`src/include/ahb_periph_cfg.svh`:
```
/*
 * AHB-lite peripheral subsystem configuration
 * bus widths, SRAM depth and the base/mask pair of each slave region
 */

`ifndef AHB_PERIPH_CFG_SVH
`define AHB_PERIPH_CFG_SVH

////////////////////////////////////////////////////////////////////////////
// bus geometry
////////////////////////////////////////////////////////////////////////////

`define AHB_ADDR_W 32
`define AHB_DATA_W 32

`define SRAM_DEPTH 512           // words

////////////////////////////////////////////////////////////////////////////
// address map, a slave hits when (haddr & mask) == base
////////////////////////////////////////////////////////////////////////////

`define SRAM_BASE  32'h2000_0000
`define SRAM_MASK  32'hFFFF_F800 // 2 KiB window

`define TIMER_BASE 32'h4000_0400
`define TIMER_MASK 32'hFFFF_FFC0 // 64 byte register window

`endif

```
`src/hdl/ahb_pkg.sv`:
```
/*
 * AHB-lite bus transfer types
 * request and response bundles plus the htrans/hsize encodings
 */

`include "ahb_periph_cfg.svh"

package ahb_pkg;

   // transfer type on htrans
   typedef enum logic [1:0] {
      IDLE   = 2'b00,
      BUSY   = 2'b01,
      NONSEQ = 2'b10,
      SEQ    = 2'b11
   } htrans_t;

   // transfer size on hsize, only up to one word
   typedef enum logic [2:0] {
      HSIZE_BYTE = 3'b000,
      HSIZE_HALF = 3'b001,
      HSIZE_WORD = 3'b010
   } hsize_t;

   localparam logic HRESP_OKAY  = 1'b0;
   localparam logic HRESP_ERROR = 1'b1;

   // master side, address and control plus write data
   typedef struct packed {
      logic [`AHB_ADDR_W-1:0] haddr;
      htrans_t                htrans;
      logic                   hwrite;
      hsize_t                 hsize;
      logic [`AHB_DATA_W-1:0] hwdata;  // valid in the data phase
   } ahb_req_t;

   // slave side response
   typedef struct packed {
      logic [`AHB_DATA_W-1:0] hrdata;
      logic                   hreadyout;
      logic                   hresp;
   } ahb_rsp_t;

endpackage

```
`src/hdl/periph_pkg.sv`:
```
/*
 * peripheral side types
 * data-phase slave select, timer register map and timer write decode
 */

`include "ahb_periph_cfg.svh"

package periph_pkg;

   // owner of the current data phase
   typedef enum logic [1:0] {
      SEL_IDLE  = 2'd0,
      SEL_SRAM  = 2'd1,
      SEL_TIMER = 2'd2,
      SEL_ERR   = 2'd3
   } slave_sel_t;

   // timer register index, taken from haddr[3:2]
   typedef enum logic [1:0] {
      TREG_CTRL    = 2'd0,      // offset 0x0
      TREG_COUNT   = 2'd1,      // offset 0x4
      TREG_COMPARE = 2'd2       // offset 0x8
   } timer_reg_t;

   // control word as written
   typedef struct packed {
      logic [`AHB_DATA_W-4:0] reserved;
      logic                   irq_clr;   // write 1 to drop pending
      logic                   irq_en;
      logic                   enable;
   } timer_ctrl_t;

   // one write word, seen as control fields or as a plain value
   typedef union packed {
      timer_ctrl_t            ctrl;
      logic [`AHB_DATA_W-1:0] raw;
   } timer_wdata_u;

endpackage

```
`src/hdl/ahb_resp_mux.sv`:
```
/*
 * AHB-lite response multiplexer
 * forwards the response of the data-phase owner and builds the
 * two-cycle error response for unmapped transfers
 */

`timescale 1ns/10ps

module ahb_resp_mux (
   input  logic                   hclk_i,
   input  logic                   rst_n_i,
   input  periph_pkg::slave_sel_t dsel_i,
   input  ahb_pkg::ahb_rsp_t      sram_rsp_i,
   input  ahb_pkg::ahb_rsp_t      timer_rsp_i,
   output ahb_pkg::ahb_rsp_t      rsp_o
);

   import ahb_pkg::*;
   import periph_pkg::*;

   logic err_q;   // 0 first error cycle, 1 second

   ////////////////////////////////////////////////////////////////////////////
   // error response sequencer
   ////////////////////////////////////////////////////////////////////////////

   always_ff @(posedge hclk_i) begin
      if (!rst_n_i) begin
         err_q <= 1'b0;
      end else begin
         err_q <= (dsel_i == SEL_ERR) & ~err_q;   // back to 0 after the 2nd
      end
   end

   ////////////////////////////////////////////////////////////////////////////
   // response select
   ////////////////////////////////////////////////////////////////////////////

   always_comb begin
      rsp_o.hrdata    = '0;      // idle data phase, zero wait OKAY
      rsp_o.hreadyout = 1'b1;
      rsp_o.hresp     = HRESP_OKAY;

      case (dsel_i)
         SEL_SRAM:  rsp_o = sram_rsp_i;
         SEL_TIMER: rsp_o = timer_rsp_i;
         SEL_ERR: begin
            rsp_o.hreadyout = err_q;        // stall once, then release
            rsp_o.hresp     = HRESP_ERROR;
         end
         default: ;
      endcase
   end

endmodule

```
`config.mk`:
```
export PLATFORM = sky130hd
export DESIGN_NAME = ahb_resp_mux
export DESIGN_NICKNAME = d
export VERILOG_FILES = /design/src/hdl/ahb_pkg.sv /design/src/hdl/periph_pkg.sv /design/src/hdl/ahb_resp_mux.sv
export VERILOG_INCLUDE_DIRS = /design/src /design/src/include
export SDC_FILE = /design/constraint.sdc
export NUM_CORES = 1
export LEC_CHECK = 0
export BUFFER_PORTS_ARGS = -buffer_cell sky130_fd_sc_hd__buf_4
export CORE_MARGIN = 2
export CORE_UTILIZATION = 30
export DETAILED_ROUTE_END_ITERATION = 10
export PLACE_DENSITY = 0.93
export SLEW_MARGIN = 10
export SYNTH_ARGS = -nofsm -noshare
export SYNTH_HDL_FRONTEND = slang
export SYNTH_SLANG_ARGS = --single-unit
```
`constraint.sdc`:
```
create_clock -name hclk_i -period 3.4 [get_ports hclk_i]
set_clock_uncertainty 0.05 [all_clocks]
set_input_delay 0.68 -clock hclk_i [delete_from_list [all_inputs] [get_ports hclk_i]]
set_output_delay 0.68 -clock hclk_i [all_outputs]
set_load 0.005 [all_outputs]
```
==> metrics.md <==
| Metric | Value |
|---|---|
| Vias after detailed routing | 1047 |
| Syn Inst Count | between 80 and 90 |
| Core Box Area | 2000 um2 |
| Post-synth cell types | 13 |
| Effective utilization at floorplan | between 30% and 40% |
| Number of max-cap violations | 0 |
| Routed wire length | 2700 um |
| DR DRC count | 0 |
| Post-synth top area cell | sky130_fd_sc_hd__a22oi_1 |
| Area overhead of the layout relative to synthesis | 118% |
| Final count of pins violating max slew | 0 |
| Largest registers | err_q (1) |
| Finish-stage setup viols | 0 |
| Post-synthesis sequential element count | 1 |
| Via count of the first global-routing pass | 1060 |
| Clock Pin Slew Worst Setup and Hold Paths | 0 ps |
| Switching part of the total | 32.3% |
| Average instance area after synthesis | about 7.4 um2 |
| Power per standard cell area | 131 nW/um2 |
| Hold buffers post-CTS | 0 |
| Syn_nets | 164 |
| Overall power | 0.186 mW |
| Arrival time at the worst endpoint | ~1900 ps |
| Top fanout value on the critical path | 32 |
| Final count of hold timing violations | 0 |
| Most numerous cell on the critical path | sky130_fd_sc_hd__buf_4 |
| Total negative slack for setup checks | 0 ps |
| Vertical extent of the die | about 50 um |
| Commonest cells after routing, fill and taps aside | 109 x sky130_fd_sc_hd__buf_4, 33 x sky130_fd_sc_hd__a22oi_1, 32 x sky130_fd_sc_hd__nor2b_1, 4 x sky130_fd_sc_hd__ha_1, 2 x sky130_fd_sc_hd__inv_1 |
| # IOs | 106 |
| Fill cells | between 150 and 200 |
| Buffers inserted by post-CTS timing repair | 0 |
| Dominant delay contributor by cell family on the critical path | adder cells |
| Antenna Diode Count | 0 |
| Routing layer with the top usage in global route | met2 |
| Net load switching power | 0.0599 mW |
| Met3 Use GR | under 10% |
| Register containing the most flip-flops in the final layout | err_q |
| Final RePlAce weighted congestion | around 0.65 |
| Die Area | 2550 um2 |
| Kind of capture point of the worst setup path | output port |
| Result of the run | completed |
| Unrepaired setup endpoints after global routing | false |
| Rows | 16 |
| Tightest Pin Transition | 693 ps |
| Seq pwr share | under 10% |
| Clock latency on the worst-skew pair | 0 ps |
| Final net count | roughly 260 |
| Total gr overflow | 0 |
| Max Freq | around 0.38 GHz |
| Internal Pwr Total | 0.126 mW |
| Met2 Resource Use GR | 43.4% |
| Commonest non-fill, non-tap cell in the layout | sky130_fd_sc_hd__buf_4 |
| Mapped Area | 648 um2 |
| Multi-input logic area | 534 um2 |
| Number of antenna violations at the first check in global routing | 0 |
| Stage delay of the slowest cell on the critical path | between 700 and 800 ps |
| Fraction of met1 tracks used by global routing | 18.9% |
| Total of cells resized after clock tree synthesis | 0 |
| Max VDD drop | 0.000113 V |
| Min Clock Period, post-route | 2630 ps |
| Biggest area contributors in the synthesized netlist | sky130_fd_sc_hd__a22oi_1 38%, sky130_fd_sc_hd__nor2b_1 31%, sky130_fd_sc_hd__ha_1 7.7% |
| Placed instance area | 1410 um2 |
| Class of the most critical hold timing path | register to register |
| Fraction of synthesized cell area taken by the top area cell type | 38.2% |
| Detailed-placement wirelength estimate | 2240 um |
| Worst rel slew slack | 53.8% |
| Layout cell share with drive strength beyond 1 | 59.1% |
| Number of flip-flops in the largest register | 1 |
| Type of element launching the critical path | input port |
| Post-DRT Antenna Nets | 0 |
| Global-route wire length before repair | 4220 um |
| Average via count per standard cell | 4.92 |
| Share of the clock period used by the worst path | 77.4% |
| Share of total power in the clock network | 0% |
| Critical path cell sequence | buf_4 > inv_1 > ha_1 > nor2b_1 > buf_4 |
| Sequential fraction of the synthesis area | 3.09% |
| Global Route Usage Sum | 20.0% |
| Count of input and output buffers | approximately 110 |
| Routed wire per std cell | 12.7 um |
| Number of iterations in the first detailed-routing pass | 3 |
| Worst path slowest cell | sky130_fd_sc_hd__ha_1 |
| DR iter-0 viols | 14 |
| Data required time of the worst path | 2670 ps |
| Sequential cell area | about 20 um2 |
| Crit Path Category | input port to output port |
| Yosys warnings | 0 |
| Comb pwr share | 93.2% |
| Utilization after layout | 70.6% |
| Largest net degree at the start of global routing | 33 |
| Leakage power summed over all cells | 0.723 nW |
| Die W | 50.5 um |
| Final instance area | between 1000 and 1500 um2 |
| Critical path buffer and inverter count | 3 |
-- layer usage --
| metal | part of all wire (%) | up-vias |
|---|---|---|
| met5 | 0 | - |
| met4 | 1.8 | 0 |
| met3 | 8.7 | 6 |
| met2 | 56 | 59 |
| met1 | 33 | 463 |
| li1 | - | 519 |
-- per-stage QoR --
step / instances / setup slack [ps] / hold slack [ps]
after floorplan: 88 / 1230 / 449
after global placement: 213 / 798 / 461
after detailed placement: 213 / 745 / 470
after CTS: 213 / 746 / 476
after global routing: 213 / 589 / 498
final: 213 / 768 / 472
-- Yosys cell counts --
master and instances:
sky130_fd_sc_hd__a22oi_1 33, sky130_fd_sc_hd__nor2b_1 32, sky130_fd_sc_hd__buf_4 4, sky130_fd_sc_hd__buf_6 4
sky130_fd_sc_hd__ha_1 4, sky130_fd_sc_hd__clkbuf_1 3, sky130_fd_sc_hd__inv_1 2, sky130_fd_sc_hd__a21oi_1 1
sky130_fd_sc_hd__a221oi_2 1, sky130_fd_sc_hd__and3b_1 1, sky130_fd_sc_hd__dfxtp_1 1, sky130_fd_sc_hd__nand2_1 1
sky130_fd_sc_hd__nor2_1 1
-- cell families (layout without fill, tap and decap cells) --
kind of cell / Yosys count / after routing / share of synthesized area [%]
DFF: 1 / 1 / 3.09
AOI/OAI and AO/OA: 35 / 35 / 41.3
buffers and inverters: 13 / 111 / 14.5
and+or+nand+nor: 35 / 35 / 33.4
adders and majority gates: 4 / 4 / 7.72
-- path summary, 6_finish.rpt --
check | from | end | slack [ps] | cells past startpoint
hold / removal | err_q$_SDFF_PN0_ | err_q$_SDFF_PN0_ | 470 | 1
hold reg to reg | err_q$_SDFF_PN0_ | err_q$_SDFF_PN0_ | 470 | 1
setup reg to reg | err_q$_SDFF_PN0_ | err_q$_SDFF_PN0_ | 2760 | 1
setup / recovery | dsel_i[1] | rsp_o[22] | 770 | 5
-- power groups by stage --
stage	clock (mW)	sequential [mW]	combinational (mW)
after global placement	0	0.0127	0.168
after floorplan	0	0.0126	0.0713
final	0	0.0127	0.173
after global routing	0	0.0128	0.190
after CTS	0	0.0127	0.175
after detailed placement	0	0.0127	0.174
-- area by class of cell --
class	count	area share (%)
Sequential cell	1	1.42
Timing Repair Buffer	109	57.9
Multi-Input combinational cell	74	37.8
Inverter	2	0.531
Tap cell	27	2.39
Note: power is estimated with default switching activity, not from simulation.
