<file path="config.mk">
export PLATFORM = sky130hd
export DESIGN_NAME = ahb_timer
export DESIGN_NICKNAME = d
export VERILOG_FILES = /design/src/hdl/ahb_pkg.sv /design/src/hdl/periph_pkg.sv /design/src/hdl/ahb_timer.sv
export VERILOG_INCLUDE_DIRS = /design/src /design/src/include
export SDC_FILE = /design/constraint.sdc
export NUM_CORES = 1
export LEC_CHECK = 0
export ABC_AREA = 1
export BUFFER_PORTS_ARGS = -buffer_cell sky130_fd_sc_hd__buf_2
export CAP_MARGIN = 20
export CORE_ASPECT_RATIO = 0.6
export CORE_MARGIN = 2
export CORE_UTILIZATION = 50
export CTS_CLUSTER_DIAMETER = 80
export DETAILED_ROUTE_END_ITERATION = 10
export PLACE_DENSITY = 0.86
export SKIP_CTS_REPAIR_TIMING = 1
export SLEW_MARGIN = 20
export SYNTH_ARGS = -nofsm -noshare
export SYNTH_HDL_FRONTEND = slang
export SYNTH_SLANG_ARGS = --single-unit
</file>
<file path="constraint.sdc">
create_clock -name hclk_i -period 2.2 [get_ports hclk_i]
set_input_delay 0 -clock hclk_i [delete_from_list [all_inputs] [get_ports hclk_i]]
set_output_delay 0 -clock hclk_i [all_outputs]
set_load 0.005 [all_outputs]
</file>
<file path="src/include/ahb_periph_cfg.svh">
/*
 * AHB-lite peripheral subsystem configuration
 * bus widths, SRAM depth and the base/mask pair of each slave region
 */

`ifndef AHB_PERIPH_CFG_SVH
`define AHB_PERIPH_CFG_SVH

////////////////////////////////////////////////////////////////////////////
// bus geometry
////////////////////////////////////////////////////////////////////////////

`define AHB_ADDR_W 32
`define AHB_DATA_W 32

`define SRAM_DEPTH 512           // words

////////////////////////////////////////////////////////////////////////////
// address map, a slave hits when (haddr & mask) == base
////////////////////////////////////////////////////////////////////////////

`define SRAM_BASE  32'h2000_0000
`define SRAM_MASK  32'hFFFF_F800 // 2 KiB window

`define TIMER_BASE 32'h4000_0400
`define TIMER_MASK 32'hFFFF_FFC0 // 64 byte register window

`endif

</file>
<file path="src/hdl/ahb_pkg.sv">
/*
 * AHB-lite bus transfer types
 * request and response bundles plus the htrans/hsize encodings
 */

`include "ahb_periph_cfg.svh"

package ahb_pkg;

   // transfer type on htrans
   typedef enum logic [1:0] {
      IDLE   = 2'b00,
      BUSY   = 2'b01,
      NONSEQ = 2'b10,
      SEQ    = 2'b11
   } htrans_t;

   // transfer size on hsize, only up to one word
   typedef enum logic [2:0] {
      HSIZE_BYTE = 3'b000,
      HSIZE_HALF = 3'b001,
      HSIZE_WORD = 3'b010
   } hsize_t;

   localparam logic HRESP_OKAY  = 1'b0;
   localparam logic HRESP_ERROR = 1'b1;

   // master side, address and control plus write data
   typedef struct packed {
      logic [`AHB_ADDR_W-1:0] haddr;
      htrans_t                htrans;
      logic                   hwrite;
      hsize_t                 hsize;
      logic [`AHB_DATA_W-1:0] hwdata;  // valid in the data phase
   } ahb_req_t;

   // slave side response
   typedef struct packed {
      logic [`AHB_DATA_W-1:0] hrdata;
      logic                   hreadyout;
      logic                   hresp;
   } ahb_rsp_t;

endpackage

</file>
<file path="src/hdl/periph_pkg.sv">
/*
 * peripheral side types
 * data-phase slave select, timer register map and timer write decode
 */

`include "ahb_periph_cfg.svh"

package periph_pkg;

   // owner of the current data phase
   typedef enum logic [1:0] {
      SEL_IDLE  = 2'd0,
      SEL_SRAM  = 2'd1,
      SEL_TIMER = 2'd2,
      SEL_ERR   = 2'd3
   } slave_sel_t;

   // timer register index, taken from haddr[3:2]
   typedef enum logic [1:0] {
      TREG_CTRL    = 2'd0,      // offset 0x0
      TREG_COUNT   = 2'd1,      // offset 0x4
      TREG_COMPARE = 2'd2       // offset 0x8
   } timer_reg_t;

   // control word as written
   typedef struct packed {
      logic [`AHB_DATA_W-4:0] reserved;
      logic                   irq_clr;   // write 1 to drop pending
      logic                   irq_en;
      logic                   enable;
   } timer_ctrl_t;

   // one write word, seen as control fields or as a plain value
   typedef union packed {
      timer_ctrl_t            ctrl;
      logic [`AHB_DATA_W-1:0] raw;
   } timer_wdata_u;

endpackage

</file>
<file path="src/hdl/ahb_timer.sv">
/*
 * AHB-lite timer slave
 * free running counter with compare match, wrap to zero and a sticky
 * pending flag that drives the interrupt when enabled
 */

`timescale 1ns/10ps
`include "ahb_periph_cfg.svh"

module ahb_timer (
   input  logic              hclk_i,
   input  logic              rst_n_i,
   input  ahb_pkg::ahb_req_t req_i,
   input  logic              start_i,
   output ahb_pkg::ahb_rsp_t rsp_o,
   output logic              irq_o
);

   import ahb_pkg::*;
   import periph_pkg::*;

   logic                   active_q;
   logic                   write_q;
   timer_reg_t             reg_q;
   timer_wdata_u           wdata;

   logic                   wr_ctrl;
   logic                   wr_count;
   logic                   wr_compare;
   logic                   match;

   logic                   enable_q;
   logic                   irq_en_q;
   logic                   pending_q;
   logic                   irq_q;
   logic [`AHB_DATA_W-1:0] count_q;
   logic [`AHB_DATA_W-1:0] compare_q;

   ////////////////////////////////////////////////////////////////////////////
   // bus side
   ////////////////////////////////////////////////////////////////////////////

   always_ff @(posedge hclk_i) begin
      if (!rst_n_i) begin
         active_q <= 1'b0;
      end else begin
         active_q <= start_i;
      end
   end

   always_ff @(posedge hclk_i) begin
      if (start_i) begin
         reg_q   <= timer_reg_t'(req_i.haddr[3:2]);   // word offset
         write_q <= req_i.hwrite;
      end
   end

   assign wdata      = req_i.hwdata;
   assign wr_ctrl    = active_q & write_q & (reg_q == TREG_CTRL);
   assign wr_count   = active_q & write_q & (reg_q == TREG_COUNT);
   assign wr_compare = active_q & write_q & (reg_q == TREG_COMPARE);

   ////////////////////////////////////////////////////////////////////////////
   // counter and interrupt
   ////////////////////////////////////////////////////////////////////////////

   assign match = enable_q & (count_q == compare_q);

   always_ff @(posedge hclk_i) begin
      if (!rst_n_i) begin
         enable_q  <= 1'b0;
         irq_en_q  <= 1'b0;
         pending_q <= 1'b0;
         irq_q     <= 1'b0;
         count_q   <= '0;
         compare_q <= '0;
      end else begin
         if (wr_ctrl) begin
            enable_q <= wdata.ctrl.enable;
            irq_en_q <= wdata.ctrl.irq_en;
         end

         if (wr_compare) compare_q <= wdata.raw;

         if (wr_count) begin
            count_q <= wdata.raw;            // bus write beats the count
         end else if (match) begin
            count_q <= '0;
         end else if (enable_q) begin
            count_q <= count_q + 1'b1;
         end

         // clear wins over a match on the same edge
         if (wr_ctrl && wdata.ctrl.irq_clr) begin
            pending_q <= 1'b0;
         end else if (match) begin
            pending_q <= 1'b1;
         end

         irq_q <= pending_q & irq_en_q;
      end
   end

   assign irq_o = irq_q;

   // read mux, pending shows up in ctrl bit 3
   always_comb begin
      rsp_o.hreadyout = 1'b1;
      rsp_o.hresp     = HRESP_OKAY;

      case (reg_q)
         TREG_CTRL:    rsp_o.hrdata = {{(`AHB_DATA_W-4){1'b0}}, pending_q, 1'b0,
                                       irq_en_q, enable_q};
         TREG_COUNT:   rsp_o.hrdata = count_q;
         TREG_COMPARE: rsp_o.hrdata = compare_q;
         default:      rsp_o.hrdata = '0;
      endcase
   end

endmodule

</file>
==> results.json, run 1 <==
{
  "run_status": "finished, violations left",
  "violations": "hold timing",
  "num-nets-final": 952,
  "drv_slew": 0,
  "synthesis.nets": 863,
  "async_reset_ff_frac": 0,
  "drc_errors": 0,
  "gp_congestion": 0.993,
  "min_from": "req_i[0]",
  "core_sq_um": 9290,
  "min_path_type": "primary input to flop",
  "start_util": 0.522,
  "critPathMaxStageDelay_ns": 0.44,
  "rows": 27,
  "overflow": 0,
  "slowest_stage": "dfxtp_1",
  "io_pins": 108,
  "grt_antenna_before_repair": 0,
  "synth_top_family_by_area": "simple AND/OR/NAND/NOR gates",
  "stdcell_area_sq_um": 5910,
  "r2r_start": "count_q[0]$_SDFFE_PN0P_",
  "vias": 5481,
  "yosys_warnings": 0,
  "synth_edf_count": 3,
  "synthAdderAreaFrac": 0.00258,
  "final.min_clock_period_ns": 1.88,
  "tightestPinTransition_ns": 0.631,
  "drt_iter0_drc": 635,
  "leakage_nw": 2.69,
  "syn2layout_area_growth_pct": 21.8,
  "drive_gt1_frac": 0.159,
  "synth_cells": 789,
  "crit_required_ns": 2.48,
  "layout.cells.most_common_list": "nand2_1, inv_1, o21ai_0",
  "die_w_um": 131,
  "wl_per_cell_um": 14.6,
  "place_hpwl_um": 10200,
  "path_clk_slew_ns": 0.06,
  "crit_type": "flop to flop",
  "slew_headroom": 0.579,
  "drt-pass1-iter-count": 5,
  "setup_tns_ns": 0,
  "synth-simple-area-share": 0.335,
  "cp-end-kind": "flop",
  "n_antenna_cell": 0,
  "drt-total-wl_um": 14800,
  "nFillCells": 895,
  "synth.mux.area_fraction": 0,
  "crit_arrival_ns": 2.16,
  "ir_worst_vdd_mv": 0.365,
  "cts_tree": "done",
  "cp_common_cell": "nor2_1",
  "synth_compound_gate_area_share": 0.198,
  "grt_max_degree": 44,
  "grt_pass1_wl_um": 23300,
  "synth.avg_cell_area_sq_um": 6.14,
  "fmax_mhz": 531,
  "synth-seq-area-share": 0.303,
  "dieHeight_um": 80.3,
  "layout_commonest_cell": "nand2_1",
  "drv_cap": 0,
  "period_share": 0.856,
  "hold_ws_ns": -0.00617,
  "setup_viol": 0,
  "worst-path-max-fanout": 6,
  "ctsHtreeMaxLevel": 3,
  "synth_xor_area_frac": 0.0253,
  "insertion_delay_ns": 0.34,
  "cp_num_buf_inv": 0,
  "grt_pass1_vias": 4601,
  "cts-buffers-inserted": 9,
  "cts.path.max_buffers": 2,
  "syn_area_sq_um": 4850,
  "via_per_inst": 5.42,
  "finalHoldViolations": 1,
  "placed_cell_area_sq_um": 5260,
  "clk_root_buffer_cell": "clkbuf_16",
  "skew_ns": 0.00839,
  "synth-main-ff-cell": "dfxtp_1",
  "grt_usage": 0.282,
  "grt_setup_unrepaired": "no",
  "cp_top_family": "simple AND/OR/NAND/NOR gates",
  "yosysUniqueCellTypes": 37,
  "crit_start": "count_q[0]$_SDFFE_PN0P_",
  "critPathLaunchType": "flop",
  "die_area_sq_um": 10500,
  "cts.sinks": 72,
  "crit_chain": "ha_1, nand3_1, nor3_2, nand2_1, nor2_1, nor2_1, nor2_1, nand3_1, a21oi_1",
  "cellPowerDensity_nw_per_um2": 584,
  "synth_seq_cells": 72,
  "ant_nets": 0,
  "io_buffers": 70
}
cell type report:
class	count	area [sq um]	area share
Timing Repair Buffer	116	793	0.134
Multi-Input combinational cell	561	2730	0.462
Inverter	118	443	0.0750
Tap cell	130	163	0.0275
Sequential cell	72	1470	0.249
Clock inverter	2	37.5	0.00635
Clock buffer	13	270	0.0458
final timing paths:
| check | endpoint | slack [ns] | cells past startpoint |
|---|---|---|---|
| worst max-delay path | count_q[20]$_SDFFE_PN0P_ | 0.32 | 9 |
| worst min-delay path | compare_q[0]$_SDFFE_PN0P_ | -0.006 | 3 |
| worst min register to register | irq_o$_SDFF_PN0_ | 0.44 | 2 |
| worst max register to register | count_q[20]$_SDFFE_PN0P_ | 0.32 | 9 |
metrics by stage:
step           cells  utilization  worst slack (ns)  hold slack (ns)  power (mW)
5_1_grt         1012        0.636             0.111          0.00317        3.57
4_1_cts          978        0.599             0.359           -0.168        3.40
3_5_place_dp     963        0.566             0.403            0.179        1.90
6_report        1012        0.636             0.316         -0.00617        3.45
2_1_floorplan    789            -             0.711           0.0976        1.75
3_3_place_gp     963        0.566             0.447            0.177        1.89
cells by family (layout without fill, tap and decap cells):
group,after synthesis,count (layout)
fa+ha+maj,1,1
xor+xnor,14,14
other cells,2,2
buf+inv,156,249
simple gates,363,363
compound gates,181,181
flops,72,72
power breakdown:
part	switching, mW	leakage (nW)	total, mW	internal, mW
Combinational	0.288	1.95	0.491	0.203
Clock	0.553	0.148	1.52	0.965
Sequential	0.0709	0.589	1.44	1.37
sequential cells by signal, indices dropped and copies added, names as in the netlist:
| signal | cells |
|---|---|
| reg_q | 2 |
| count_q | 32 |
| irq_en_q | 1 |
| active_q | 1 |
| compare_q | 32 |
| pending_q | 1 |
| irq_o | 1 |
| write_q | 1 |
| enable_q | 1 |
synth_stat cells (7+ instances only):
cell,instances,share of area
buf_2,13,0.013
clkbuf_1,10,0.0077
inv_1,107,0.083
a21oi_1,65,0.067
nor2_2,8,0.010
nand2_1,199,0.15
nand2_2,8,0.010
dfxtp_1,69,0.28
xnor2_1,7,0.013
o22ai_1,22,0.028
inv_2,11,0.0085
xor2_1,7,0.013
nor2_1,59,0.046
nand3_1,65,0.067
o21ai_0,83,0.086
worst register-to-register path: stages (launching register included):
cell and delay [ns]:
dfxtp_1 0.44, ha_1 0.25, nand3_1 0.17, nor3_2 0.36, nand2_1 0.14, nor2_1 0.11, nor2_1 0.04, nor2_1 0.09
nand3_1 0.08, a21oi_1 0.13
routing by layer:
layer  track usage  wire, um
met2         0.410      6050
met3        0.0758      1880
met1         0.405      6590
met4        0.0837       287
met5             0         0
Power figures use the tool's default switching activity.
==> run 2, diff against run 1 <==
--- a/config.mk
+++ b/config.mk
@@ -15,8 +15,9 @@
 export CTS_CLUSTER_DIAMETER = 80
 export DETAILED_ROUTE_END_ITERATION = 10
 export PLACE_DENSITY = 0.86
+export RECOVER_POWER = 100
 export SKIP_CTS_REPAIR_TIMING = 1
-export SLEW_MARGIN = 20
+export SLEW_MARGIN = 5
 export SYNTH_ARGS = -nofsm -noshare
 export SYNTH_HDL_FRONTEND = slang
 export SYNTH_SLANG_ARGS = --single-unit
==> run 2 against run 1 <==
Effect of this change:
- the flow finishes with violations (hold timing, capacitance limit, slew limit)
- largest power group unchanged
- critical path depth shrank 3
- maximum frequency is 8.3% lower
- global-route usage did not move
- largest cell class unchanged
- utilization down 0.65 points
==> results.json, run 2 (same netlist as run 1, synthesis figures left out) <==
{
  "rows": 27,
  "crit_type": "flop to output pin",
  "violations": "hold timing, capacitance limit, slew limit",
  "min_path_type": "primary input to flop",
  "drv_slew": 40,
  "drive_gt1_frac": 0.122,
  "io_pins": 108,
  "period_share": 0.934,
  "die_area_sq_um": 10500,
  "top_regs": "compare_q x32, count_q x32, reg_q x2",
  "rr_endpoint": "count_q[30]$_SDFFE_PN0P_",
  "nFillCells": 913,
  "slew_headroom": -0.00503,
  "core_sq_um": 9290,
  "grt_setup_unrepaired": "no",
  "ir_worst_vdd_mv": 0.365,
  "ant_nets": 0,
  "skew_ns": 0.0112,
  "p_clk_frac": 0.442,
  "drt_iter0_drc": 606,
  "ff2ff_path_depth": 12,
  "wl_per_cell_um": 14.6,
  "drc_errors": 0,
  "hold_ws_ns": -0.00960,
  "r2r_start": "count_q[13]$_SDFFE_PN0P_",
  "cts.sinks": 72,
  "stdcell_area_sq_um": 5850,
  "grt_usage": 0.282,
  "insertion_delay_ns": 0.35,
  "cp-end-kind": "output pin",
  "tightestPinTransition_ns": 1.51,
  "leakage_nw": 2.56,
  "drv_cap": 1,
  "vias": 5483,
  "run_status": "finished, violations left",
  "syn2layout_area_growth_pct": 20.6,
  "crit_start": "reg_q[1]$_DFFE_PP_",
  "clk_root_buffer_cell": "clkbuf_16",
  "drt-pass1-iter-count": 5,
  "final.min_clock_period_ns": 2.06,
  "gp_congestion": 0.993,
  "ctsHtreeMaxLevel": 3,
  "grt_pass1_wl_um": 23300,
  "crit_required_ns": 2.20,
  "final_util": 0.629,
  "critPathLaunchType": "flop",
  "grt_pass1_vias": 4601,
  "via_per_inst": 5.42,
  "cts_tree": "done",
  "power_switching_share": 0.266,
  "cellPowerDensity_nw_per_um2": 589,
  "placed_cell_area_sq_um": 5260,
  "num-nets-final": 952,
  "start_util": 0.522,
  "io_buffers": 70,
  "setup_tns_ns": 0,
  "dieHeight_um": 80.3,
  "combPwrFrac": 0.141,
  "die_w_um": 131,
  "regArea_sq_um": 1470,
  "power_frac_seq": 0.418,
  "crit_arrival_ns": 2.06,
  "whs_endpoint": "compare_q[0]$_SDFFE_PN0P_",
  "cts.path.max_buffers": 2,
  "worst-path-max-fanout": 23,
  "finalHoldViolations": 2,
  "cts-buffers-inserted": 9,
  "n_antenna_cell": 0,
  "place_hpwl_um": 10200,
  "multi_input_area_sq_um": 2710,
  "p_int_mw": 2.53,
  "r2r_setup_slack_ns": 0.29,
  "layout.cells.most_common_list": "nand2_1, inv_1, o21ai_0",
  "overflow": 0,
  "p_switching_uw": 917,
  "whs_path_depth": 3,
  "path_clk_slew_ns": 0.06,
  "drt-total-wl_um": 14800,
  "grt_max_degree": 44,
  "fmax_mhz": 487,
  "layout_commonest_cell": "nand2_1",
  "grt_antenna_before_repair": 0,
  "min_from": "req_i[0]",
  "setup_viol": 0
}
run 2: changes by cell type in the layout (fill, tap and decap cells not counted), moves of 5 or more:
cell      previous run  this run
buf_2               70        39
clkbuf_2             0        10
buf_4               11         6
clkbuf_1             1        26
run 2: area by class of cell:
cell class	instances	area share
timing repair buffer	116	0.128
inverter	118	0.0758
clock inverter	2	0.00642
clock buffer	13	0.0462
multi-input combinational	561	0.464
tap	130	0.0278
sequential	72	0.252
run 2: worst max-delay path: stages, from the launching register on:
cell      delay [ns]
edfxtp_1        0.44
inv_1           0.13
nor2_4          0.04
inv_1           0.16
clkbuf_2        0.58
o22ai_1         0.20
clkbuf_2        0.16
run 2: how the worst max path moves through the flow:
stage                               endpoint  slack, ns  cells after the start
floorplan           count_q[22]$_SDFFE_PN0P_       0.71                     12
CTS                 count_q[20]$_SDFFE_PN0P_       0.36                      9
global placement    count_q[26]$_SDFFE_PN0P_       0.45                     11
finish                             rsp_o[31]       0.14                      6
detailed placement  count_q[20]$_SDFFE_PN0P_       0.40                      9
global route                        rsp_o[5]       0.09                      6
run 2: metal layers:
metal	global-route usage	vias to the layer above	wire length (um)
li1	-	2714	-
met1	0.405	2438	6750
met2	0.410	302	6030
met3	0.0758	29	1740
met4	0.0837	0	276
met5	0	-	0
run 2: power by group through the flow:
stage	Sequential, mW	Combinational, mW	Clock (mW)
finish	1.44	0.485	1.52
global route	1.45	0.541	1.57
CTS	1.44	0.437	1.52
detailed placement	1.46	0.432	0
global placement	1.46	0.425	0
floorplan	1.44	0.306	0
run 2: per-stage QoR:
stage	std cells	total power [mW]	setup slack, ns
6_report	1012	3.45	0.145
5_1_grt	1012	3.56	0.0910
4_1_cts	978	3.40	0.359
3_5_place_dp	963	1.90	0.403
3_3_place_gp	963	1.89	0.447
2_1_floorplan	789	1.75	0.711
