==> src/include/ahb_periph_cfg.svh <==
/*
 * AHB-lite peripheral subsystem configuration
 * bus widths, SRAM depth and the base/mask pair of each slave region
 */

`ifndef AHB_PERIPH_CFG_SVH
`define AHB_PERIPH_CFG_SVH

////////////////////////////////////////////////////////////////////////////
// bus geometry
////////////////////////////////////////////////////////////////////////////

`define AHB_ADDR_W 32
`define AHB_DATA_W 32

`define SRAM_DEPTH 512           // words

////////////////////////////////////////////////////////////////////////////
// address map, a slave hits when (haddr & mask) == base
////////////////////////////////////////////////////////////////////////////

`define SRAM_BASE  32'h2000_0000
`define SRAM_MASK  32'hFFFF_F800 // 2 KiB window

`define TIMER_BASE 32'h4000_0400
`define TIMER_MASK 32'hFFFF_FFC0 // 64 byte register window

`endif

==> src/hdl/ahb_pkg.sv <==
/*
 * AHB-lite bus transfer types
 * request and response bundles plus the htrans/hsize encodings
 */

`include "ahb_periph_cfg.svh"

package ahb_pkg;

   // transfer type on htrans
   typedef enum logic [1:0] {
      IDLE   = 2'b00,
      BUSY   = 2'b01,
      NONSEQ = 2'b10,
      SEQ    = 2'b11
   } htrans_t;

   // transfer size on hsize, only up to one word
   typedef enum logic [2:0] {
      HSIZE_BYTE = 3'b000,
      HSIZE_HALF = 3'b001,
      HSIZE_WORD = 3'b010
   } hsize_t;

   localparam logic HRESP_OKAY  = 1'b0;
   localparam logic HRESP_ERROR = 1'b1;

   // master side, address and control plus write data
   typedef struct packed {
      logic [`AHB_ADDR_W-1:0] haddr;
      htrans_t                htrans;
      logic                   hwrite;
      hsize_t                 hsize;
      logic [`AHB_DATA_W-1:0] hwdata;  // valid in the data phase
   } ahb_req_t;

   // slave side response
   typedef struct packed {
      logic [`AHB_DATA_W-1:0] hrdata;
      logic                   hreadyout;
      logic                   hresp;
   } ahb_rsp_t;

endpackage

==> src/hdl/periph_pkg.sv <==
/*
 * peripheral side types
 * data-phase slave select, timer register map and timer write decode
 */

`include "ahb_periph_cfg.svh"

package periph_pkg;

   // owner of the current data phase
   typedef enum logic [1:0] {
      SEL_IDLE  = 2'd0,
      SEL_SRAM  = 2'd1,
      SEL_TIMER = 2'd2,
      SEL_ERR   = 2'd3
   } slave_sel_t;

   // timer register index, taken from haddr[3:2]
   typedef enum logic [1:0] {
      TREG_CTRL    = 2'd0,      // offset 0x0
      TREG_COUNT   = 2'd1,      // offset 0x4
      TREG_COMPARE = 2'd2       // offset 0x8
   } timer_reg_t;

   // control word as written
   typedef struct packed {
      logic [`AHB_DATA_W-4:0] reserved;
      logic                   irq_clr;   // write 1 to drop pending
      logic                   irq_en;
      logic                   enable;
   } timer_ctrl_t;

   // one write word, seen as control fields or as a plain value
   typedef union packed {
      timer_ctrl_t            ctrl;
      logic [`AHB_DATA_W-1:0] raw;
   } timer_wdata_u;

endpackage

==> src/hdl/ahb_addr_decoder.sv <==
/*
 * AHB-lite address decoder
 * matches the address phase against the base/mask table, fires the
 * slave start strobes and registers the owner of the data phase
 */

`timescale 1ns/10ps
`include "ahb_periph_cfg.svh"

module ahb_addr_decoder (
   input  logic                   hclk_i,
   input  logic                   rst_n_i,
   input  ahb_pkg::ahb_req_t      req_i,
   input  logic                   hready_i,
   output logic                   sram_start_o,
   output logic                   timer_start_o,
   output periph_pkg::slave_sel_t dsel_o
);

   import ahb_pkg::*;
   import periph_pkg::*;

   logic       sram_hit;
   logic       timer_hit;
   logic       xfer;       // real transfer requested
   slave_sel_t dsel_nxt;
   slave_sel_t dsel_q;

   ////////////////////////////////////////////////////////////////////////////
   // address phase
   ////////////////////////////////////////////////////////////////////////////

   assign sram_hit  = (req_i.haddr & `SRAM_MASK)  == `SRAM_BASE;
   assign timer_hit = (req_i.haddr & `TIMER_MASK) == `TIMER_BASE;
   assign xfer      = req_i.htrans == NONSEQ;

   assign sram_start_o  = hready_i & xfer & sram_hit;
   assign timer_start_o = hready_i & xfer & timer_hit;

   always_comb begin
      if (!xfer) begin
         dsel_nxt = SEL_IDLE;            // idle, nothing to answer
      end else if (sram_hit) begin
         dsel_nxt = SEL_SRAM;
      end else if (timer_hit) begin
         dsel_nxt = SEL_TIMER;
      end else begin
         dsel_nxt = SEL_ERR;             // hole in the map
      end
   end

   ////////////////////////////////////////////////////////////////////////////
   // data phase owner
   ////////////////////////////////////////////////////////////////////////////

   always_ff @(posedge hclk_i) begin
      if (!rst_n_i) begin
         dsel_q <= SEL_IDLE;
      end else if (hready_i) begin       // held while stalled
         dsel_q <= dsel_nxt;
      end
   end

   assign dsel_o = dsel_q;

endmodule

==> config.mk <==
export PLATFORM = sky130hd
export DESIGN_NAME = ahb_addr_decoder
export DESIGN_NICKNAME = d
export VERILOG_FILES = /design/src/hdl/ahb_pkg.sv /design/src/hdl/periph_pkg.sv /design/src/hdl/ahb_addr_decoder.sv
export VERILOG_INCLUDE_DIRS = /design/src /design/src/include
export SDC_FILE = /design/constraint.sdc
export NUM_CORES = 1
export LEC_CHECK = 0
export BUFFER_PORTS_ARGS = -buffer_cell sky130_fd_sc_hd__buf_2
export CORE_AREA = 2 2 39 41
export DETAILED_ROUTE_END_ITERATION = 16
export DIE_AREA = 0 0 41 43
export GPL_ROUTABILITY_DRIVEN = 0
export PLACE_DENSITY = 0.74
export SYNTH_ARGS = -nofsm -noshare
export SYNTH_HDL_FRONTEND = slang
export SYNTH_SLANG_ARGS = --single-unit
==> constraint.sdc <==
create_clock -name hclk_i -period 1.7 [get_ports hclk_i]
set_clock_uncertainty 0.1 [all_clocks]
set_input_delay 0.34 -clock hclk_i [delete_from_list [all_inputs] [get_ports hclk_i]]
set_output_delay 0.34 -clock hclk_i [all_outputs]
set_load 0.02 [all_outputs]
==> flow_summary.toml, run 1 <==
[die]
dieArea_um2 = 1760
die_w_um = 41
pin_count = 77
row_count = 14
fp.coreArea_um2 = 1380
initial_core_util = 0.129
chipHeight_um = 43

[drt]
vias = 350
ant_nets = 0
viasPerCell = 4.43
firstDrtPassIters = 3
drt_iter0_markers = 6
routed_wl_um = 895
drc = 0
detail_route.wl_per_cell_um = 11.3

[finish]
layout.cells.non_filler = 79
n_antenna_cell = 0
layout_commonest_cell = "buf_2"
fillerInstances = 141
layout.nets = 138
drive_above_1_share = 0.730
largest_register_ffs = 2
mostFrequentLayoutCells = "buf_2 (25), buf_6 (9), nor4_4 (4)"
area_growth_pct = 200

[synthesis]
synth_nets = 97
synth_top_area_share = 0.224
yosys.area.top_type = "dfxtp_1"
yosysWarnings = 0
avgSynthCellArea_um2 = 7.46
synth.top_cells.by_area = "dfxtp_1 (22%), nand3b_1 (13%), nor4_1 (10%)"
syn_inst = 24
synth_cell_type_count = 14
synth-seq-cells = 2
syn_area_um2 = 179
seq_area_frac_synth = 0.224

[clock_tree]
cts_buffers = 3
clkSinkCount = 2
insertion_delay_ns = 0.22
clkTransAtPathRegs_ns = 0.03
clockRootBuffer = "clkbuf_4"
htreeDepth = 1
cts_max_path_buffers = 2
cts_tree = "done"

[timing]
worst_pin_slew_ns = 0.271
slew_violations = 0
setup_viol = 2
slew_headroom = 0.817
fin_crit_sh = 1.12
min_period_ns = 1.91
rsz0062_at_grt = "true"
fmax_mhz = 523
finalWorstSetupSlack_ns = -0.212
hold_viol = 0

[worst_setup_path]
worstSetupStartpointType = "input pin"
cp_slowest_stage_delay_ns = 0.43
cp.required_ns = 1.26
worstPathCellList = "buf_2 -> or3_1 -> or3_4 -> nor2_4 -> buf_6"
slowest_stage = "or3_4"
critPathMaxFanout = 2
critPathKind = "input pin to output pin"
end_kind = "output pin"
worstPathArrival_ns = 1.47

[placement]
preCtsSetupSlack_ns = -0.305
place_hpwl_um = 632
dp_cells = 75
io_buffers = 34

[power]
p_clk_frac = 0.450
comb_power_share = 0.330
p_seq_frac = 0.219
p_leak_nw = 0.224
p_per_area_nw_per_um2 = 425
p_sw_w = 0.0000563
netSwitchingFraction = 0.247
p_int_w = 0.000172
ir_drop_mv = 0.120

[job]
cap_violations = 0

[grt]
grt_pass1_wl_mm = 1.25
grt_overflow = 0
grt_usage = 0.111
grt_antenna_before_repair = 0
grt_max_degree = 5
grt_pass1_vias = 349

[min_path]
hold_path.class = "input pin to register"

[outcome]
violations = "negative setup slack"
status = "complete, but fails checks"
-- per-stage QoR --
step / util / total power [W] / hold slack (ns) / setup TNS [ns] / area, µm²
after CTS: 0.388 / 0.000234 / 0.283 / -0.557 / 537
after detailed placement: 0.287 / 0.000102 / 0.388 / -0.582 / 397
after global routing: 0.388 / 0.000251 / 0.297 / -0.525 / 537
after floorplan: - / 0.0000625 / 0.379 / -0.0805 / 199
final: 0.388 / 0.000228 / 0.288 / -0.423 / 537
after global placement: 0.287 / 0.0000999 / 0.371 / -0.577 / 397
-- final cells by class --
cell class              count  area (µm²)  area share
flip-flops and latches      2        40.0      0.0746
repair buffers             36         241       0.450
well taps                  16        20.0      0.0373
clock buffers               3        22.5      0.0420
multi-input cells          22         213       0.396
-- synth_stat cells, drive strengths merged --
library cell and number:
nor2 4, nor4 4, nand3b 3, dfxtp 2
o21ai 2, or3 2, nand2b 1, nand3 1
nand4 1, nand4b 1, nor3 1, nor4b 1
or4 1
-- final timing paths --
kind | cells after the start | endpoint | start | slack, ns
setup / recovery | 5 | timer_start_o | req_i[65] | -0.21
setup reg to reg | 2 | dsel_o[1] | dsel_o[1] | 1.03
hold reg to reg | 2 | dsel_o[0] | dsel_o[0] | 0.39
hold / removal | 3 | dsel_o[0] | rst_n_i | 0.29
-- kinds of logic (layout without fill, tap and decap cells) --
logic type             count (synthesis)  count (layout)  synth area share
buffers and inverters                  0              39                 0
DFF                                    2               2             0.224
AOI/OAI and AO/OA                      2               2            0.0559
and+or+nand+nor                       20              20             0.720
-- what timing repair did --
item / in CTS / in global routing
endpoints found under the setup margin: 2 / 2
resized for setup: 18 / 0
hold buffers: 0 / 0
pin swaps: 8 / 3
setup buffers: 1 / 0
-- critical path, delay by kind of cell --
family	cells	cell delay (ns)
buffers and inverters	2	0.22
and+or+nand+nor	3	0.91
-- layer usage --
metal  wire length [µm]  vias to the layer above  track usage
met1                327                      142       0.0924
met2                446                       30        0.197
met3                122                        0       0.0524
met5                  0                        -            0
met4                  0                        0       0.0600
li1                   -                      178            -
-- power by group through the flow --
stage          Sequential [W]  Combinational (W)  Clock (W)
2_1_floorplan       0.0000530         0.00000950          0
3_3_place_gp        0.0000505          0.0000494          0
5_1_grt             0.0000501          0.0000810   0.000120
4_1_cts             0.0000500          0.0000747   0.000109
3_5_place_dp        0.0000506          0.0000512          0
6_report            0.0000500          0.0000753   0.000103
(Power assumes the default switching activity.)
==> run 2, diff against run 1 <==
ABC_AREA = 1   (was not set)
CORE_AREA = not set   (was 2 2 39 41)
CORE_UTILIZATION = 19   (was not set)
DIE_AREA = not set   (was 0 0 41 43)
PLACE_DENSITY = 0.77   (was 0.74)
SETUP_SLACK_MARGIN = 0.15   (was not set)
==> flow_summary.toml, run 2 <==
[clock_tree]
clkSinkCount = 2
cts_buffers = 3
cts_tree = "done"
post-cts-setup-buffers = 0
htreeDepth = 1
clockRootBuffer = "clkbuf_4"
cts_max_path_buffers = 2
hold_buffers = 0
insertion_delay_ns = 0.21
clkTransAtPathRegs_ns = 0.03

[timing]
fin_crit_sh = 0.928
worst_pin_slew_ns = 0.135
setup_viol = 0
tns_ns = 0
slew_violations = 0
slew_headroom = 0.909
fmax_mhz = 634
rsz0062_at_grt = "true"
hold_viol = 0
min_period_ns = 1.58

[drt]
routed_wl_um = 848
viasPerCell = 3.97
detail_route.wl_per_cell_um = 7.71
vias = 437
ant_nets = 0
drt_iter0_markers = 2
drc = 0
firstDrtPassIters = 2

[die]
pin_count = 77
initial_core_util = 0.205
chipHeight_um = 39.7
fp.coreArea_um2 = 1320
row_count = 13
dieArea_um2 = 1580
die_w_um = 39.7

[synthesis]
synth_nets = 131
muxShareOfSynthArea = 0
synthXorXnorAreaFrac = 0
syn_inst = 58
yosys-top-cells-count = "inv_1 (18), nand2_1 (17), nor2_1 (11)"
synth-seq-cells = 2
yosys.area.top_type = "inv_1"
seq_area_frac_synth = 0.148
avgSynthCellArea_um2 = 4.66
synth.top_cells.by_area = "inv_1 (25%), nand2_1 (24%), nor2_1 (15%)"
synthAdderAreaFrac = 0
synth_top_family_by_area = "simple AND/OR/NAND/NOR gates"
synthArstFlopShare = 0
synth_ff_type = "dfxtp_1"
yosysWarnings = 0
syn_area_um2 = 270
synth_top_area_share = 0.250
synth_compound_gate_area_share = 0.0370
synth_edf_count = 0
synth_cell_type_count = 10
synth-simple-area-share = 0.551
synth_most_common_cell = "inv_1"

[job]
cap_violations = 0

[finish]
drive_above_1_share = 0.558
mostFrequentLayoutCells = "buf_2 (24), nand2_1 (15), nor2_1 (11)"
area_growth_pct = 107
final_util = 0.425
n_antenna_cell = 0
largest_register_ffs = 2
layout_commonest_cell = "buf_2"
layout.nets = 170

[power]
p_leak_nw = 0.323
p_per_area_nw_per_um2 = 413
ir_drop_mv = 0.152

[grt]
grt_pass1_wl_mm = 1.03
grt_overflow = 0
grt_usage = 0.0981
grt_pass1_vias = 351
grt_antenna_before_repair = 0
grt_max_degree = 4

[min_path]
hold_path.class = "input pin to register"

[placement]
place_hpwl_um = 673
io_buffers = 34

[worst_setup_path]
worstSetupStartpointType = "input pin"
critPathKind = "input pin to output pin"
r2r_slack_ns = 1.00
end_kind = "output pin"
cp.required_ns = 1.26
critPathMaxFanout = 2
worstPathArrival_ns = 1.14

[outcome]
status = "finished, final reports clean"
## run 2: changes by cell type after synthesis, moves of 2 or more
cell      delta
nor2_2       +2
nor4_1       -3
nand2_1     +17
nand3_1      +2
nor2_1       +7
a21oi_1      +2
or3_1        -2
inv_1       +18
o21ai_0      -2
nand3b_1     -3
## run 2: path summary, 6_finish.rpt
path	endpoint	depth (start not counted)	startpoint
max	sram_start_o	6	req_i[64]
min	dsel_o[1]	3	rst_n_i
max reg2reg	dsel_o[0]	2	dsel_o[0]
min reg2reg	dsel_o[1]	2	dsel_o[1]
## run 2: routing by layer
metal	part of all wire	vias to the layer above	global-route usage	routed length [µm]
met4	0	0	0.0517	0
li1	-	236	-	-
met1	0.35	171	0.0667	293
met3	0.13	0	0.0398	109
met5	0	-	0	0
met2	0.52	30	0.209	444
## run 2: through the flow
| step | cell area, µm² | power, W | std cells | hold WS, ns | setup slack [ns] |
|---|---|---|---|---|---|
| final | 559 | 0.000231 | 110 | 0.268 | 0.123 |
| after global routing | 559 | 0.000253 | 110 | 0.276 | 0.0579 |
| after CTS | 487 | 0.000218 | 110 | 0.267 | 0.132 |
| after detailed placement | 459 | 0.000114 | 107 | 0.364 | 0.0769 |
| after global placement | 459 | 0.000112 | 107 | 0.351 | 0.0891 |
| after floorplan | 270 | 0.0000755 | 58 | 0.372 | 0.199 |
## run 2: layout make-up
type,count,area [µm²]
flip-flops and latches,2,40.0
fillers,139,758
multi-input cells,37,164
repair buffers,34,233
well taps,15,18.8
clock buffers,3,22.5
inverters,19,81.3
## run 2: critical path, cell delays in order
cell	delay (ns)
buf_2	0.11
or2_1	0.23
nor3_2	0.11
nand2_1	0.09
nor2_1	0.11
buf_4	0.15
## run 2: kinds of logic (layout without fill, tap and decap cells)
kind of cell | Yosys count | count (layout)
AO/OA/AOI/OAI | 2 | 2
AND/OR/NAND/NOR | 35 | 35
flip-flops | 2 | 2
buffers and inverters | 19 | 56
## run 2: report_power, final
part	internal [W]	total, W	leakage, nW	switching (W)
Clock	0.0000773	0.0000981	0.0138	0.0000208
Sequential	0.0000492	0.0000501	0.0163	0.000000959
Combinational	0.0000503	0.0000828	0.293	0.0000325
Total	0.000177	0.000231	0.323	0.0000542
## run 2: timing repair
action | CTS | global route
gates resized for setup | 2 | 26
pin swaps | 1 | 16
endpoints found under the setup margin | 2 | 2
==> run 3, diff against run 2 <==
CELL_PAD_IN_SITES_DETAIL_PLACEMENT = 0   (was not set)
CELL_PAD_IN_SITES_GLOBAL_PLACEMENT = 1   (was not set)
CORE_UTILIZATION = 10   (was 19)
PLACE_DENSITY = 0.89   (was 0.77)
==> flow_summary.toml, run 3 (same netlist as run 2, synthesis figures left out) <==
[timing]
fin_crit_sh = 0.942
finalWorstSetupSlack_ns = 0.0982
min_period_ns = 1.60
hold_viol = 0
setup_viol = 0
rsz0062_at_grt = "true"
tns_ns = 0
slew_violations = 0
slew_headroom = 0.908
worst_pin_slew_ns = 0.138
fmax_mhz = 624

[outcome]
status = "finished, final reports clean"

[die]
fp.coreArea_um2 = 2520
pin_count = 77
dieArea_um2 = 2910
initial_core_util = 0.107
row_count = 18
chipHeight_um = 54.0
die_w_um = 54.0

[drt]
routed_wl_um = 858
drt_iter0_markers = 2
firstDrtPassIters = 4
viasPerCell = 3.48
drc = 0
vias = 438
ant_nets = 0
detail_route.wl_per_cell_um = 6.81

[grt]
grt_pass1_vias = 360
grt_antenna_before_repair = 0
grt_usage = 0.0561
grt_max_degree = 4
grt_overflow = 0
grt_pass1_wl_mm = 1.20

[worst_setup_path]
critPathMaxFanout = 2
r2r-end = "dsel_o[0]"
critPathKind = "input pin to output pin"
rr_startpoint = "dsel_o[0]"
end_kind = "output pin"
worstPathCellList = "buf_2 -> or2_1 -> nor3_2 -> nand2_1 -> nor2_1 -> buf_4"
slowest_stage = "or2_1"
cp.required_ns = 1.26
cp_slowest_stage_delay_ns = 0.23
worstPathArrival_ns = 1.16
endpoint = "sram_start_o"
worstRegToRegCells = 2
r2r_slack_ns = 1.01
cp-startpoint = "req_i[64]"
worstSetupStartpointType = "input pin"

[power]
p_sw_w = 0.0000628
fin_total_pwr_w = 0.000238
p_clk_frac = 0.461
p_seq_frac = 0.209
p_per_area_nw_per_um2 = 417
comb_power_share = 0.330
p_leak_nw = 0.327
p_int_w = 0.000175
ir_drop_mv = 0.203
netSwitchingFraction = 0.264

[placement]
place_hpwl_um = 680
io_buffers = 34
dpl_cell_area_um2 = 478
preCtsSetupSlack_ns = 0.0893
dp_cells = 122

[finish]
area_growth_pct = 111
fillerInstances = 309
n_antenna_cell = 0
layout.cells.non_filler = 126
drive_above_1_share = 0.542
design_area_um2 = 571
mostFrequentLayoutCells = "buf_2 (24), nand2_1 (16), inv_1 (10), nor2_1 (10)"
layout_commonest_cell = "buf_2"
largest_register_ffs = 2
layout.nets = 171

[clock_tree]
insertion_delay_ns = 0.22
clockRootBuffer = "clkbuf_4"
htreeDepth = 1
clkSinkCount = 2
cts_max_path_buffers = 2
cts_tree = "done"
hold_buffers = 0
cts_buffers = 3
clkTransAtPathRegs_ns = 0.03

[min_path]
hold_path.class = "input pin to register"

[job]
cap_violations = 0
[run 3: layout make-up]
type	count	area [µm²]	share of cell area
multi-input cells	37	164	0.287
well taps	30	37.5	0.0658
flip-flops and latches	2	40.0	0.0702
repair buffers	35	233	0.408
clock buffers	3	22.5	0.0395
inverters	19	73.8	0.129
[run 3: routing by layer]
metal	track usage	vias to the layer above	part of all wire
li1	-	238	-
met1	0.0527	180	0.35
met2	0.117	20	0.54
met3	0.0141	0	0.11
met4	0.0128	0	0
met5	0	-	0
[run 3: how the worst min path moves through the flow]
stage	cells past startpoint	end	startpoint
6_report	3	dsel_o[1]	rst_n_i
5_1_grt	3	dsel_o[1]	rst_n_i
4_1_cts	3	dsel_o[1]	rst_n_i
3_5_place_dp	2	dsel_o[1]	dsel_o[1]
3_3_place_gp	2	dsel_o[0]	dsel_o[0]
2_1_floorplan	2	dsel_o[0]	rst_n_i
[run 3: stage by stage]
stage / hold WS (ns) / util
final: 0.272 / 0.226
after global routing: 0.292 / 0.226
after CTS: 0.272 / 0.200
after detailed placement: 0.354 / 0.189
after global placement: 0.359 / 0.189
after floorplan: 0.372 / -
[run 3: critical path, delay by kind of cell]
kind / cells / cell delay (ns)
buffers and inverters: 2 / 0.25
AND/OR/NAND/NOR: 4 / 0.57
[run 3: power groups by stage]
stage / sequential, W / combinational [W] / clock, W
after floorplan: 0.0000528 / 0.0000227 / 0
after global placement: 0.0000505 / 0.0000628 / 0
after detailed placement: 0.0000504 / 0.0000635 / 0
after CTS: 0.0000499 / 0.0000637 / 0.000111
after global routing: 0.0000499 / 0.0000886 / 0.000108
final: 0.0000498 / 0.0000785 / 0.000110
[run 3: timing repair]
action	4_1_cts	5_1_grt
setup buffers	0	1
pin swaps	0	5
cloned	0	0
endpoints found under the setup margin	2	2
resized for setup	2	19
